## config.mk

```make
export PLATFORM = sky130hd
export DESIGN_NAME = calculator_top
export DESIGN_NICKNAME = d
export VERILOG_FILES = /design/src/calc_pkg.sv /design/src/calculator_top.sv /design/src/calc_controller.sv /design/src/sm_multiply.sv /design/src/sm_addsub.sv /design/src/event_fifo.sv
export VERILOG_INCLUDE_DIRS = /design/src
export SDC_FILE = /design/constraint.sdc
export NUM_CORES = 1
export LEC_CHECK = 0
export BUFFER_PORTS_ARGS = -buffer_cell sky130_fd_sc_hd__buf_2
export CELL_PAD_IN_SITES_DETAIL_PLACEMENT = 2
export CELL_PAD_IN_SITES_GLOBAL_PLACEMENT = 2
export CORE_MARGIN = 2
export CORE_UTILIZATION = 41
export CTS_CLUSTER_SIZE = 25
export DETAILED_ROUTE_END_ITERATION = 10
export GPL_TIMING_DRIVEN = 0
export PLACE_DENSITY = 0.73
export SYNTH_ARGS = -nofsm -noshare
export SYNTH_HDL_FRONTEND = slang
export SYNTH_HIERARCHICAL = 1
export SYNTH_SLANG_ARGS = --single-unit
```

## constraint.sdc

```tcl
create_clock -name clk -period 3.4 [get_ports clk]
set_input_delay 0.34 -clock clk [delete_from_list [all_inputs] [get_ports clk]]
set_output_delay 0.34 -clock clk [all_outputs]
set_load 0.01 [all_outputs]
```

## src/calc_defs.svh

```systemverilog
// Width, base and depth macros, included by the calculator RTL and testbench files
`ifndef CALC_DEFS_SVH
`define CALC_DEFS_SVH

// Sign bit plus magnitude
`define CALC_WIDTH 16
`define MAG_WIDTH 15

// Running operand is scaled by this before each digit is added
`define DIGIT_BASE 10

`define FIFO_DEPTH 4

`endif
```

## src/calc_pkg.sv

```systemverilog
// Shared number, key, result and FSM state types; imported by the calculator modules
`default_nettype none
`include "calc_defs.svh"

package calc_pkg;

    typedef struct packed {
        logic                  sign;
        logic [`MAG_WIDTH-1:0] mag;
    } sm_word_t;

    typedef enum logic [1:0] {
        KEY_DIGIT,
        KEY_SIGN,
        KEY_OP,
        KEY_EQUAL
    } key_kind_t;

    typedef enum logic [1:0] {
        OP_ADD,
        OP_SUB,
        OP_MUL
    } op_code_t;

    typedef struct packed {
        key_kind_t  kind;
        logic [3:0] digit;
        op_code_t   op;
    } key_event_t;

    typedef struct packed {
        op_code_t op;
        sm_word_t value;
    } result_t;

    typedef enum logic [3:0] {
        ST_ENTER1,
        ST_MUL1,
        ST_ADD1,
        ST_ENTER2,
        ST_MUL2,
        ST_ADD2,
        ST_COMPUTE,
        ST_WAIT,
        ST_SHOW
    } calc_state_t;

    // Magnitude wraps, and a zero value is always positive
    function automatic sm_word_t sm_pack(input logic sign, input logic [`CALC_WIDTH-1:0] raw);
        sm_word_t word;
        word.mag  = raw[`MAG_WIDTH-1:0];
        word.sign = sign && (word.mag != '0);
        return word;
    endfunction

endpackage

`default_nettype wire

```

## src/calculator_top.sv

```systemverilog
// Calculator core top: key queue, entry controller, arithmetic units and result queue
`default_nettype none

module calculator_top (
    input  wire logic                 clk,
    input  wire logic                 nRST,
    input  wire calc_pkg::key_event_t key_in,
    input  wire logic                 key_valid,
    output logic                      key_ready,
    output calc_pkg::result_t         result_out,
    output logic                      result_valid,
    input  wire logic                 result_ready
);
    import calc_pkg::*;

    key_event_t ctl_key;
    logic       ctl_key_valid;
    logic       ctl_key_ready;
    result_t    ctl_result;
    logic       ctl_result_valid;
    logic       ctl_result_ready;
    sm_word_t   add_a;
    sm_word_t   add_b;
    sm_word_t   add_sum;
    sm_word_t   mul_a;
    sm_word_t   mul_b;
    sm_word_t   mul_product;
    logic       add_sub;
    logic       add_start;
    logic       add_finish;
    logic       mul_start;
    logic       mul_finish;

    event_fifo #(.payload_t(key_event_t)) i_key_fifo (
        .clk(clk), .nRST(nRST),
        .in_data(key_in), .in_valid(key_valid), .in_ready(key_ready),
        .out_data(ctl_key), .out_valid(ctl_key_valid), .out_ready(ctl_key_ready)
    );

    calc_controller i_calc_controller (
        .clk(clk), .nRST(nRST),
        .key(ctl_key), .key_valid(ctl_key_valid), .key_ready(ctl_key_ready),
        .result(ctl_result), .result_valid(ctl_result_valid),
        .result_ready(ctl_result_ready),
        .add_a(add_a), .add_b(add_b), .mul_a(mul_a), .mul_b(mul_b),
        .add_sub(add_sub), .add_start(add_start), .mul_start(mul_start),
        .add_sum(add_sum), .mul_product(mul_product),
        .add_finish(add_finish), .mul_finish(mul_finish)
    );

    sm_addsub i_sm_addsub (
        .clk(clk), .nRST(nRST),
        .a(add_a), .b(add_b), .sub(add_sub), .start(add_start),
        .sum(add_sum), .finish(add_finish)
    );

    // Also used for the times-ten step of digit entry
    sm_multiply i_sm_multiply (
        .clk(clk), .nRST(nRST),
        .a(mul_a), .b(mul_b), .start(mul_start),
        .product(mul_product), .finish(mul_finish)
    );

    event_fifo #(.payload_t(result_t)) i_result_fifo (
        .clk(clk), .nRST(nRST),
        .in_data(ctl_result), .in_valid(ctl_result_valid), .in_ready(ctl_result_ready),
        .out_data(result_out), .out_valid(result_valid), .out_ready(result_ready)
    );

endmodule

`default_nettype wire

```

## src/calc_controller.sv

```systemverilog
// Keypad entry FSM: builds two operands from key events and sequences the arithmetic units
`default_nettype none
`include "calc_defs.svh"

module calc_controller (
    input  wire logic                 clk,
    input  wire logic                 nRST,
    input  wire calc_pkg::key_event_t key,
    input  wire logic                 key_valid,
    output logic                      key_ready,
    output calc_pkg::result_t         result,
    output logic                      result_valid,
    input  wire logic                 result_ready,
    output calc_pkg::sm_word_t        add_a,
    output calc_pkg::sm_word_t        add_b,
    output calc_pkg::sm_word_t        mul_a,
    output calc_pkg::sm_word_t        mul_b,
    output logic                      add_sub,
    output logic                      add_start,
    output logic                      mul_start,
    input  wire calc_pkg::sm_word_t   add_sum,
    input  wire calc_pkg::sm_word_t   mul_product,
    input  wire logic                 add_finish,
    input  wire logic                 mul_finish
);
    import calc_pkg::*;

    localparam sm_word_t base_word = '{sign: 1'b0, mag: `MAG_WIDTH'(`DIGIT_BASE)};

    calc_state_t            state;
    calc_state_t            state_next;
    sm_word_t               op_a;
    sm_word_t               op_b;
    sm_word_t               cur_op;
    op_code_t               op_q;
    logic [3:0]             digit_q;
    logic                   key_take;
    logic                   digit_take;
    logic                   unit_finish;
    sm_word_t               unit_result;
    logic [`CALC_WIDTH-1:0] digit_sum;

    assign key_take    = key_valid && key_ready;
    assign digit_take  = key_take && (key.kind == KEY_DIGIT);
    assign unit_finish = (op_q == OP_MUL) ? mul_finish : add_finish;
    assign unit_result = (op_q == OP_MUL) ? mul_product : add_sum;

    // Operand being entered
    assign cur_op    = (state == ST_ENTER2 || state == ST_ADD2) ? op_b : op_a;
    assign digit_sum = {1'b0, cur_op.mag} + `CALC_WIDTH'(digit_q);

    always_comb begin
        state_next = state;
        case (state)
            ST_ENTER1: begin
                if (key_take && key.kind == KEY_DIGIT) begin
                    state_next = ST_MUL1;
                end else if (key_take && key.kind == KEY_OP) begin
                    state_next = ST_ENTER2;
                end
            end
            ST_MUL1: begin
                if (mul_finish) begin
                    state_next = ST_ADD1;
                end
            end
            ST_ADD1:  state_next = ST_ENTER1;
            ST_ENTER2: begin
                if (key_take && key.kind == KEY_DIGIT) begin
                    state_next = ST_MUL2;
                end else if (key_take && key.kind == KEY_EQUAL) begin
                    state_next = ST_COMPUTE;
                end
            end
            ST_MUL2: begin
                if (mul_finish) begin
                    state_next = ST_ADD2;
                end
            end
            ST_ADD2:    state_next = ST_ENTER2;
            ST_COMPUTE: state_next = ST_WAIT;
            ST_WAIT: begin
                if (unit_finish) begin
                    state_next = ST_SHOW;
                end
            end
            ST_SHOW: begin
                if (result_valid && result_ready) begin
                    state_next = ST_ENTER1;
                end
            end
            default: state_next = ST_ENTER1;
        endcase
    end

    always_ff @(posedge clk or negedge nRST) begin
        if (!nRST) begin
            state        <= ST_ENTER1;
            key_ready    <= 1'b0;
            add_start    <= 1'b0;
            mul_start    <= 1'b0;
            result_valid <= 1'b0;
            op_a         <= '0;
            op_b         <= '0;
            op_q         <= OP_ADD;
        end else begin
            state     <= state_next;
            key_ready <= (state_next == ST_ENTER1) || (state_next == ST_ENTER2);
            add_start <= (state == ST_COMPUTE) && (op_q != OP_MUL);
            mul_start <= digit_take || ((state == ST_COMPUTE) && (op_q == OP_MUL));

            // equal in ST_ENTER1 falls through untouched
            if (key_take && key.kind == KEY_SIGN && state == ST_ENTER1) begin
                op_a.sign <= 1'b1;
            end
            if (key_take && key.kind == KEY_SIGN && state == ST_ENTER2) begin
                op_b.sign <= 1'b1;
            end
            if (key_take && key.kind == KEY_OP) begin
                op_q <= key.op;
            end

            // Sign is kept across the times-ten step
            case (state)
                ST_MUL1: begin
                    if (mul_finish) begin
                        op_a.mag <= mul_product.mag;
                    end
                end
                ST_ADD1: op_a.mag <= digit_sum[`MAG_WIDTH-1:0];
                ST_MUL2: begin
                    if (mul_finish) begin
                        op_b.mag <= mul_product.mag;
                    end
                end
                ST_ADD2: op_b.mag <= digit_sum[`MAG_WIDTH-1:0];
                ST_WAIT: begin
                    if (unit_finish) begin
                        result_valid <= 1'b1;
                    end
                end
                ST_SHOW: begin
                    if (result_ready) begin
                        result_valid <= 1'b0;
                        op_a         <= '0;
                        op_b         <= '0;
                    end
                end
                default: ;
            endcase
        end
    end

    always_ff @(posedge clk) begin
        if (digit_take) begin
            digit_q <= key.digit;
            mul_a   <= cur_op;
            mul_b   <= base_word;
        end else if (state == ST_COMPUTE) begin
            mul_a   <= op_a;
            mul_b   <= op_b;
            add_a   <= op_a;
            add_b   <= op_b;
            add_sub <= (op_q == OP_SUB);
        end
        if (state == ST_WAIT && unit_finish) begin
            result.op    <= op_q;
            result.value <= unit_result;
        end
    end

endmodule

`default_nettype wire

```

## src/sm_multiply.sv

```systemverilog
// Shift-and-add sign-magnitude multiplier, shared by digit entry and the multiply op
`default_nettype none
`include "calc_defs.svh"

module sm_multiply (
    input  wire logic               clk,
    input  wire logic               nRST,
    input  wire calc_pkg::sm_word_t a,
    input  wire calc_pkg::sm_word_t b,
    input  wire logic               start,
    output calc_pkg::sm_word_t      product,
    output logic                    finish
);
    import calc_pkg::*;

    localparam int step_w = $clog2(`MAG_WIDTH);

    logic [`MAG_WIDTH-1:0] mcand;
    logic [`MAG_WIDTH-1:0] mplier;
    logic [`MAG_WIDTH-1:0] acc;
    logic [`MAG_WIDTH-1:0] acc_next;
    logic                  sign_q;
    logic [step_w-1:0]     step;
    logic                  busy;
    logic                  last_step;

    // Partial product only kept modulo the magnitude range
    assign acc_next  = acc + (mplier[0] ? mcand : '0);
    assign last_step = busy && (step == step_w'(`MAG_WIDTH - 1));

    always_ff @(posedge clk or negedge nRST) begin
        if (!nRST) begin
            busy   <= 1'b0;
            step   <= '0;
            finish <= 1'b0;
        end else begin
            finish <= last_step;
            if (start) begin
                busy <= 1'b1;
                step <= '0;
            end else if (last_step) begin
                busy <= 1'b0;
            end else if (busy) begin
                step <= step + 1'b1;
            end
        end
    end

    // One multiplier bit per cycle
    always_ff @(posedge clk) begin
        if (start) begin
            mcand  <= a.mag;
            mplier <= b.mag;
            acc    <= '0;
            sign_q <= a.sign ^ b.sign;
        end else if (busy) begin
            mcand  <= mcand << 1;
            mplier <= mplier >> 1;
            acc    <= acc_next;
        end
        if (last_step) begin
            product <= sm_pack(sign_q, {1'b0, acc_next});
        end
    end

endmodule

`default_nettype wire

```

## src/sm_addsub.sv

```systemverilog
// Two-cycle sign-magnitude adder/subtractor, started and finished by one-cycle pulses
`default_nettype none
`include "calc_defs.svh"

module sm_addsub (
    input  wire logic               clk,
    input  wire logic               nRST,
    input  wire calc_pkg::sm_word_t a,
    input  wire calc_pkg::sm_word_t b,
    input  wire logic               sub,
    input  wire logic               start,
    output calc_pkg::sm_word_t      sum,
    output logic                    finish
);
    import calc_pkg::*;

    sm_word_t               a_q;
    sm_word_t               b_q;
    logic                   a_ge_b;
    logic                   busy;
    logic [`CALC_WIDTH-1:0] raw;
    logic                   raw_sign;

    // Larger magnitude sets the sign when signs differ
    always_comb begin
        if (a_q.sign == b_q.sign) begin
            raw      = {1'b0, a_q.mag} + {1'b0, b_q.mag};
            raw_sign = a_q.sign;
        end else if (a_ge_b) begin
            raw      = {1'b0, a_q.mag - b_q.mag};
            raw_sign = a_q.sign;
        end else begin
            raw      = {1'b0, b_q.mag - a_q.mag};
            raw_sign = b_q.sign;
        end
    end

    always_ff @(posedge clk or negedge nRST) begin
        if (!nRST) begin
            busy   <= 1'b0;
            finish <= 1'b0;
        end else begin
            busy   <= start;
            finish <= busy;
        end
    end

    always_ff @(posedge clk) begin
        if (start) begin
            a_q      <= a;
            b_q.sign <= b.sign ^ sub;
            b_q.mag  <= b.mag;
            a_ge_b   <= (a.mag >= b.mag);
        end
        if (busy) begin
            sum <= sm_pack(raw_sign, raw);
        end
    end

endmodule

`default_nettype wire

```

## src/event_fifo.sv

```systemverilog
// Small valid/ready circular queue; payload type is set per instance (key events, results)
`default_nettype none
`include "calc_defs.svh"

module event_fifo #(
    parameter type payload_t = logic,
    parameter int  depth     = `FIFO_DEPTH
) (
    input  wire logic     clk,
    input  wire logic     nRST,
    input  wire payload_t in_data,
    input  wire logic     in_valid,
    output logic          in_ready,
    output payload_t      out_data,
    output logic          out_valid,
    input  wire logic     out_ready
);

    localparam int ptr_w = (depth > 1) ? $clog2(depth) : 1;
    localparam int cnt_w = $clog2(depth + 1);

    payload_t         mem [depth];
    logic [ptr_w-1:0] wr_ptr;
    logic [ptr_w-1:0] rd_ptr;
    logic [cnt_w-1:0] count;
    logic [cnt_w-1:0] count_next;
    logic             push;
    logic             pop;

    function automatic logic [ptr_w-1:0] ptr_inc(input logic [ptr_w-1:0] ptr);
        return (ptr == ptr_w'(depth - 1)) ? '0 : ptr + 1'b1;
    endfunction

    assign push     = in_valid && in_ready;
    assign pop      = out_valid && out_ready;
    assign out_data = mem[rd_ptr];

    always_comb begin
        count_next = count;
        if (push && !pop) begin
            count_next = count + 1'b1;
        end else if (pop && !push) begin
            count_next = count - 1'b1;
        end
    end

    // Flags registered from the next occupancy
    always_ff @(posedge clk or negedge nRST) begin
        if (!nRST) begin
            wr_ptr    <= '0;
            rd_ptr    <= '0;
            count     <= '0;
            in_ready  <= 1'b0;
            out_valid <= 1'b0;
        end else begin
            if (push) begin
                wr_ptr <= ptr_inc(wr_ptr);
            end
            if (pop) begin
                rd_ptr <= ptr_inc(rd_ptr);
            end
            count     <= count_next;
            in_ready  <= (count_next != cnt_w'(depth));
            out_valid <= (count_next != '0);
        end
    end

    always_ff @(posedge clk) begin
        if (push) begin
            mem[wr_ptr] <= in_data;
        end
    end

endmodule

`default_nettype wire

```

==> results of run 1 <==
## layer usage
metal	track usage	wire length, um	up-vias
li1	-	-	5541
met1	0.300	23500	6266
met2	0.429	28000	209
met3	0.0323	1580	99
met4	0.0906	1970	0
met5	0	0	-
## flip-flops by register name, summed over array words and instances, names as in the netlist, 4 cells and up
name / cells
i_result_fifo/mem: 72
i_key_fifo/mem: 32
i_calc_controller/result: 18
i_calc_controller/add_a: 16
i_calc_controller/add_b: 16
i_calc_controller/mul_a: 16
i_calc_controller/mul_b: 16
i_calc_controller/op_a: 16
i_calc_controller/op_b: 16
i_sm_addsub/a_q: 16
i_sm_addsub/b_q: 16
i_sm_addsub/sum: 16
i_sm_multiply/product: 16
i_sm_multiply/acc: 15
i_sm_multiply/mcand: 15
i_sm_multiply/mplier: 15
i_calc_controller/digit_q: 4
i_calc_controller/state: 4
i_sm_multiply/step: 4
## kinds of logic (layout without fill, tap and decap cells)
logic type               Yosys count  after routing  synth area share
XOR/XNOR                          52             52            0.0257
flip-flops                       370            370             0.571
other                              0              1                 0
multiplexers                     118            118            0.0897
AND/OR/NAND/NOR                  372            373             0.105
AO/OA/AOI/OAI                    283            283             0.104
adder cells (fa/ha/maj)          100            100            0.0704
buffers and inverters            139            273            0.0342
## repair_timing
item	4_1_cts	5_1_grt
endpoints found under the setup margin	38	12
setup buffers	10	5
gates cloned	1	0
gates resized for setup	26	19
hold buffers	9	0
hold endpoints to repair	100	0
pin swaps	14	9
## through the flow
step                hold slack, ns  power [mW]   util  cells
floorplan                   0.0444        10.2      -   1434
global placement             0.409        11.6  0.435   2057
detailed placement           0.223        11.9  0.436   2059
CTS                          0.142        16.9  0.476   2158
global route                 0.175        17.7  0.479   2161
finish                       0.164        16.8  0.479   2162
## power by group
group	total (mW)	internal, mW	switching, mW
clock network	4.70	2.79	1.90
logic	5.45	2.33	3.11
registers	6.61	5.86	0.750
total	16.8	11.0	5.76
## synthesized netlist by cell type (25+ instances only)
cell / n / area, um^2
nand3_1: 29 / 145
clkbuf_1: 27 / 101
inv_1: 76 / 285
mux2_2: 59 / 664
nor2_1: 73 / 274
xnor2_1: 32 / 280
dfrtp_1: 68 / 1700
ha_1: 95 / 1190
dfxtp_1: 31 / 621
mux4_2: 27 / 608
o21ai_0: 43 / 215
and3_1: 25 / 156
a21oi_1: 69 / 345
nand2_1: 113 / 424
edfxtp_1: 271 / 8140
## cell type report
type | instances | area (um^2) | area share
Multi-Input combinational cell | 926 | 7460 | 0.353
Sequential cell | 370 | 10500 | 0.494
Inverter | 81 | 304 | 0.0144
Tap cell | 592 | 741 | 0.0350
Clock buffer | 59 | 1200 | 0.0566
Clock inverter | 21 | 240 | 0.0114
Antenna cell | 1 | 2.50 | 0.000118
Timing Repair Buffer | 57 | 428 | 0.0202
Buffer | 55 | 322 | 0.0152
## worst min-delay path by stage
stage	startpoint	end	slack (ns)
detailed placement	nRST	i_result_fifo/rd_ptr[0]	0.22
CTS	result_ready	i_result_fifo/rd_ptr[0]	0.14
global route	result_ready	i_result_fifo/rd_ptr[0]	0.17
global placement	i_calc_controller/add_a[15]	i_sm_addsub/a_q[15]	0.41
floorplan	nRST	i_calc_controller/add_start	0.04
finish	result_ready	i_result_fifo/rd_ptr[0]	0.16
## worst max-delay path, cell delays in order (launching register included)
cell and delay [ns]:
edfxtp_1 0.50, buf_4 0.21, and2_1 0.15, ha_1 0.33, nor2b_4 0.15, o2111a_1 0.27, or4_4 0.51, a211oi_2 0.21
xnor2_1 0.19, nor4_4 0.36, a41oi_2 0.20
==> impl_metrics.csv, run 1 <==
group,metric,value,unit
min_path,min_path_type,"input port to register",
clocking,cts_tree,"yes",
timing,slew_violations,0,
grt,grt_remaining_overflow,0,
floorplanning,core,0.0441,mm^2
critical_path,cp-endpoint,"i_sm_multiply/product[15]",
routing,vias,12100,
routing,first_pass_iters,4,
synthesis,synthesis.instances,1434,
clocking,clkTransAtPathRegs,0.06,ns
power,powerDensity,792,mW/mm^2
timing,setup_tns,0,ns
place,gp_congestion,0.830,
grt,antenna_found_initial,0,
synthesis,yosysSeqAreaShare,0.571,
routing,ant_nets,0,
finish,layout_commonest_cell,"edfxtp_1",
place,io_buffers,31,
place,dp_slack,-0.532,ns
critical_path,worstSetupPathType,"register to register",
place,placed_cell_area,0.0193,mm^2
synthesis,syn_nets,1546,
routing,drc_errors,0,
synthesis,synth_ff_type,"edfxtp_1",
timing,setup_ws,0.0245,ns
grt,grt_max_degree,58,
timing,tightest_slew,1.08,ns
routing,viasPerCell,5.60,
synthesis,ys_warn_count,6,
clocking,h-tree-depth,2,
synthesis,postSynthAreaPerCell,12.8,um^2
finish,fill_cells,4394,
routing,wl,55100,um
synthesis,synth_edf_count,271,
min_path,whs_path_depth,3,
floorplanning,die_h,215,um
critical_path,cp_data_arrival_time,3.66,ns
finish,drive_above_1_share,0.201,
routing,wl_per_cell,25.5,um
critical_path,worstPathRequired,3.68,ns
finish,final_cell_mix,"edfxtp_1 (271), nand2_1 (113), ha_1 (91)",
place,dp_hpwl,39400,um
critical_path,startpoint_type,"register",
routing,drt_iter0_drc,663,
run_status,outcome,"finished, final reports clean",
clocking,clock_latency,0.57,ns
grt,grt_first_pass_wirelength,84800,um
timing,finalHoldViolCount,0,
timing,fin_crit_sh,0.993,
critical_path,reg2reg_depth,10,
floorplanning,initial_utilization,0.415,
floorplanning,die_w,215,um
critical_path,rr_endpoint,"i_sm_multiply/product[15]",
timing,fin_worst_skew,0.0286,ns
critical_path,rr_startpoint,"i_sm_multiply/mplier[0]",
floorplanning,dieArea,0.0464,mm^2
finish,fin_area,0.0212,mm^2
timing,rsz0062_at_grt,"yes",
timing,max_slew_margin,0.278,
job,maxCapViolations,0,
clocking,cts_buffers,43,
critical_path,crit_path_start,"i_sm_multiply/mplier[0]",
power,irDropWorstVdd,0.577,mV
critical_path,cp-end-kind,"register",
grt,grt_usage,0.242,
synthesis,ys_ff_latch,370,
clocking,cts_root_buffer,"clkbuf_16",
floorplanning,rows,77,
timing,fmax,0.296,GHz
critical_path,cp_max_fo,4,
critical_path,r2r_slack,0.02,ns
timing,post-route-min-period,3.38,ns
finish,nets,1646,
floorplanning,ios,32,
synthesis,syn_area,0.0183,mm^2
grt,grt_pass1_vias,13700,
clocking,ctsLongestPathBuffers,3,
timing,setup_viol,0,
finish,area_delta_synth_final,15.5,%
synthesis,synth.distinct_cells,94,
synthesis,synthArstFlopShare,0.184,
power,p_leak,8.24,nW
clocking,clkSinkCount,370,
Power figures use the tool's default switching activity.
==> run 2, diff against run 1 <==
--- a/config.mk
+++ b/config.mk
@@ -11,10 +11,12 @@
 export CELL_PAD_IN_SITES_GLOBAL_PLACEMENT = 2
 export CORE_MARGIN = 2
 export CORE_UTILIZATION = 41
+export CTS_CLUSTER_DIAMETER = 100
 export CTS_CLUSTER_SIZE = 25
 export DETAILED_ROUTE_END_ITERATION = 10
 export GPL_TIMING_DRIVEN = 0
 export PLACE_DENSITY = 0.73
+export SETUP_SLACK_MARGIN = 0.4
 export SYNTH_ARGS = -nofsm -noshare
 export SYNTH_HDL_FRONTEND = slang
 export SYNTH_HIERARCHICAL = 1
==> impl_metrics.csv, run 2 (synthesis gave the netlist of run 1 again) <==
group,metric,value,unit
run_status,outcome,"finished, final reports clean",
critical_path,worstPathRequired,3.71,ns
floorplanning,initial_utilization,0.415,
routing,first_pass_iters,7,
floorplanning,ios,32,
finish,largest_register,"i_result_fifo/mem",
routing,viasPerCell,5.72,
critical_path,cp-end-kind,"register",
clocking,cts_tree,"yes",
clocking,cts_root_buffer,"clkbuf_16",
routing,drt_iter0_drc,606,
grt,grt_pass1_vias,13500,
grt,grt_max_degree,59,
finish,fin_area,0.0208,mm^2
finish,reg_top3,"i_result_fifo/mem x72, i_key_fifo/mem x32, i_calc_controller/result x18",
critical_path,startpoint_type,"register",
clocking,clock_latency,0.56,ns
finish,nets,1651,
critical_path,cp_data_arrival_time,3.62,ns
critical_path,r2r_slack,0.09,ns
grt,grt_usage,0.233,
critical_path,reg2reg_depth,12,
finish,largest_register_ffs,72,
timing,finalHoldViolCount,0,
floorplanning,core,0.0441,mm^2
place,dp_hpwl,39500,um
timing,post-route-min-period,3.31,ns
timing,rsz0062_at_grt,"yes",
routing,highest_layer,"met5",
critical_path,rr_endpoint,"i_sm_addsub/sum[15]",
finish,final_cell_mix,"edfxtp_1 (271), nand2_1 (107), ha_1 (80)",
min_path,min_path_type,"input port to asynchronous set/reset pin",
routing,m1WireLength,23000,um
clocking,clkTransAtPathRegs,0.10,ns
routing,wl,53900,um
timing,max_slew_margin,0.251,
critical_path,cp_max_fo,3,
routing,drc_errors,0,
routing,ant_nets,0,
routing,wl_per_cell,25.1,um
clocking,h-tree-depth,1,
power,p_leak,8.00,nW
power,irDropWorstVdd,0.350,mV
place,gp_congestion,0.845,
timing,slew_violations,0,
clocking,cts_buffers,19,
routing,route.met2.wl,27400,um
finish,diodes,0,
finish,drive_above_1_share,0.224,
clocking,ctsLongestPathBuffers,3,
grt,antenna_found_initial,4,
floorplanning,rows,77,
place,io_buffers,31,
clocking,clkSinkCount,370,
timing,setup_viol,0,
power,powerDensity,733,mW/mm^2
routing,wl_met3,1380,um
finish,area_delta_synth_final,13.6,%
timing,fin_crit_sh,0.973,
critical_path,worstSetupPathType,"register to register",
finish,layout_commonest_cell,"edfxtp_1",
job,maxCapViolations,0,
floorplanning,die_h,215,um
floorplanning,dieArea,0.0464,mm^2
place,placed_cell_area,0.0193,mm^2
critical_path,rr_startpoint,"i_sm_addsub/b_q[0]",
routing,vias,12300,
power,power,15.3,mW
grt,grt_remaining_overflow,0,
timing,fmax,0.302,GHz
timing,fin_worst_skew,0.0248,ns
timing,tightest_slew,1.12,ns
finish,fill_cells,4398,
grt,grt_first_pass_wirelength,82700,um
floorplanning,die_w,215,um
run 2: changes by cell type in the layout (fill, tap and decap cells not counted), moves of 5 or more:
cell	delta
clkbuf_16	-25
buf_4	+20
ha_1	-11
ha_4	+9
buf_6	+6
clkinv_1	-6
nand2_1	-6
a21oi_1	-5
a21oi_2	+5
nand2_2	+5
run 2: layout make-up:
cell class	instances	area, um^2	area share
Multi-Input combinational cell	926	7720	0.371
Tap cell	592	741	0.0356
Clock inverter	5	48.8	0.00235
Buffer	58	373	0.0179
Timing Repair Buffer	83	638	0.0307
Clock buffer	29	513	0.0247
Inverter	81	308	0.0148
Sequential cell	370	10500	0.503
run 2: metrics by stage:
| stage | std cells | setup WS [ns] | utilization | hold slack, ns | TNS (ns) |
|---|---|---|---|---|---|
| final | 2144 | 0.0910 | 0.471 | 0.212 | 0 |
| after global routing | 2144 | 0.0187 | 0.471 | 0.211 | 0 |
| after CTS | 2135 | 0.0757 | 0.465 | 0.168 | 0 |
| after detailed placement | 2060 | -0.462 | 0.437 | 0.219 | -15.23 |
| after global placement | 2057 | -0.763 | 0.436 | 0.408 | -22.29 |
| after floorplan | 1434 | 0.404 | - | 0.0444 | 0 |
run 2: layer usage:
layer	vias to the layer above	track usage
met5	-	0
met4	4	0.0871
met3	101	0.0219
met2	209	0.413
met1	6428	0.295
li1	5511	-
run 2: worst max-delay path: stages, from the launching register on:
cell and delay (ns):
edfxtp_1 0.45, buf_6 0.15, ha_4 0.15, fa_2 0.37, nor2b_4 0.15, o21ai_2 0.16
a311oi_2 0.12, o41ai_2 0.26, xor2_1 0.18, or4_4 0.58, nor4_4 0.14, nand4bb_1 0.14
o21a_1 0.21
run 2: worst max-delay path by stage:
| stage | slack (ns) | startpoint | to | cells after the start |
|---|---|---|---|---|
| after floorplan | 0.40 | i_sm_addsub/a_q[0] | i_sm_addsub/sum[15] | 11 |
| after global placement | -0.76 | i_calc_controller/op_q[0] | i_calc_controller/key_ready | 7 |
| after detailed placement | -0.46 | i_sm_multiply/mplier[0] | i_sm_multiply/product[15] | 11 |
| after CTS | 0.08 | i_sm_addsub/b_q[0] | i_sm_addsub/sum[15] | 13 |
| after global routing | 0.02 | i_sm_addsub/a_q[0] | i_sm_addsub/sum[15] | 13 |
| final | 0.09 | i_sm_addsub/b_q[0] | i_sm_addsub/sum[15] | 12 |
run 2: what timing repair did:
action / 4_1_cts / 5_1_grt
gates resized for setup: 67 / 53
buffers inserted: 31 / 9
hold buffers: 9 / 0
hold endpoints to repair: 99 / 0
endpoints found under the setup margin: 79 / 60
cloned: 1 / 0
pin swaps: 26 / 42
run 2: report_power, final:
group	internal (mW)	total, mW	leakage (nW)	switching (mW)
logic	2.79	6.04	4.15	3.26
registers	5.85	6.63	3.59	0.788
clock network	1.09	2.58	0.268	1.49
total	9.72	15.3	8.00	5.54
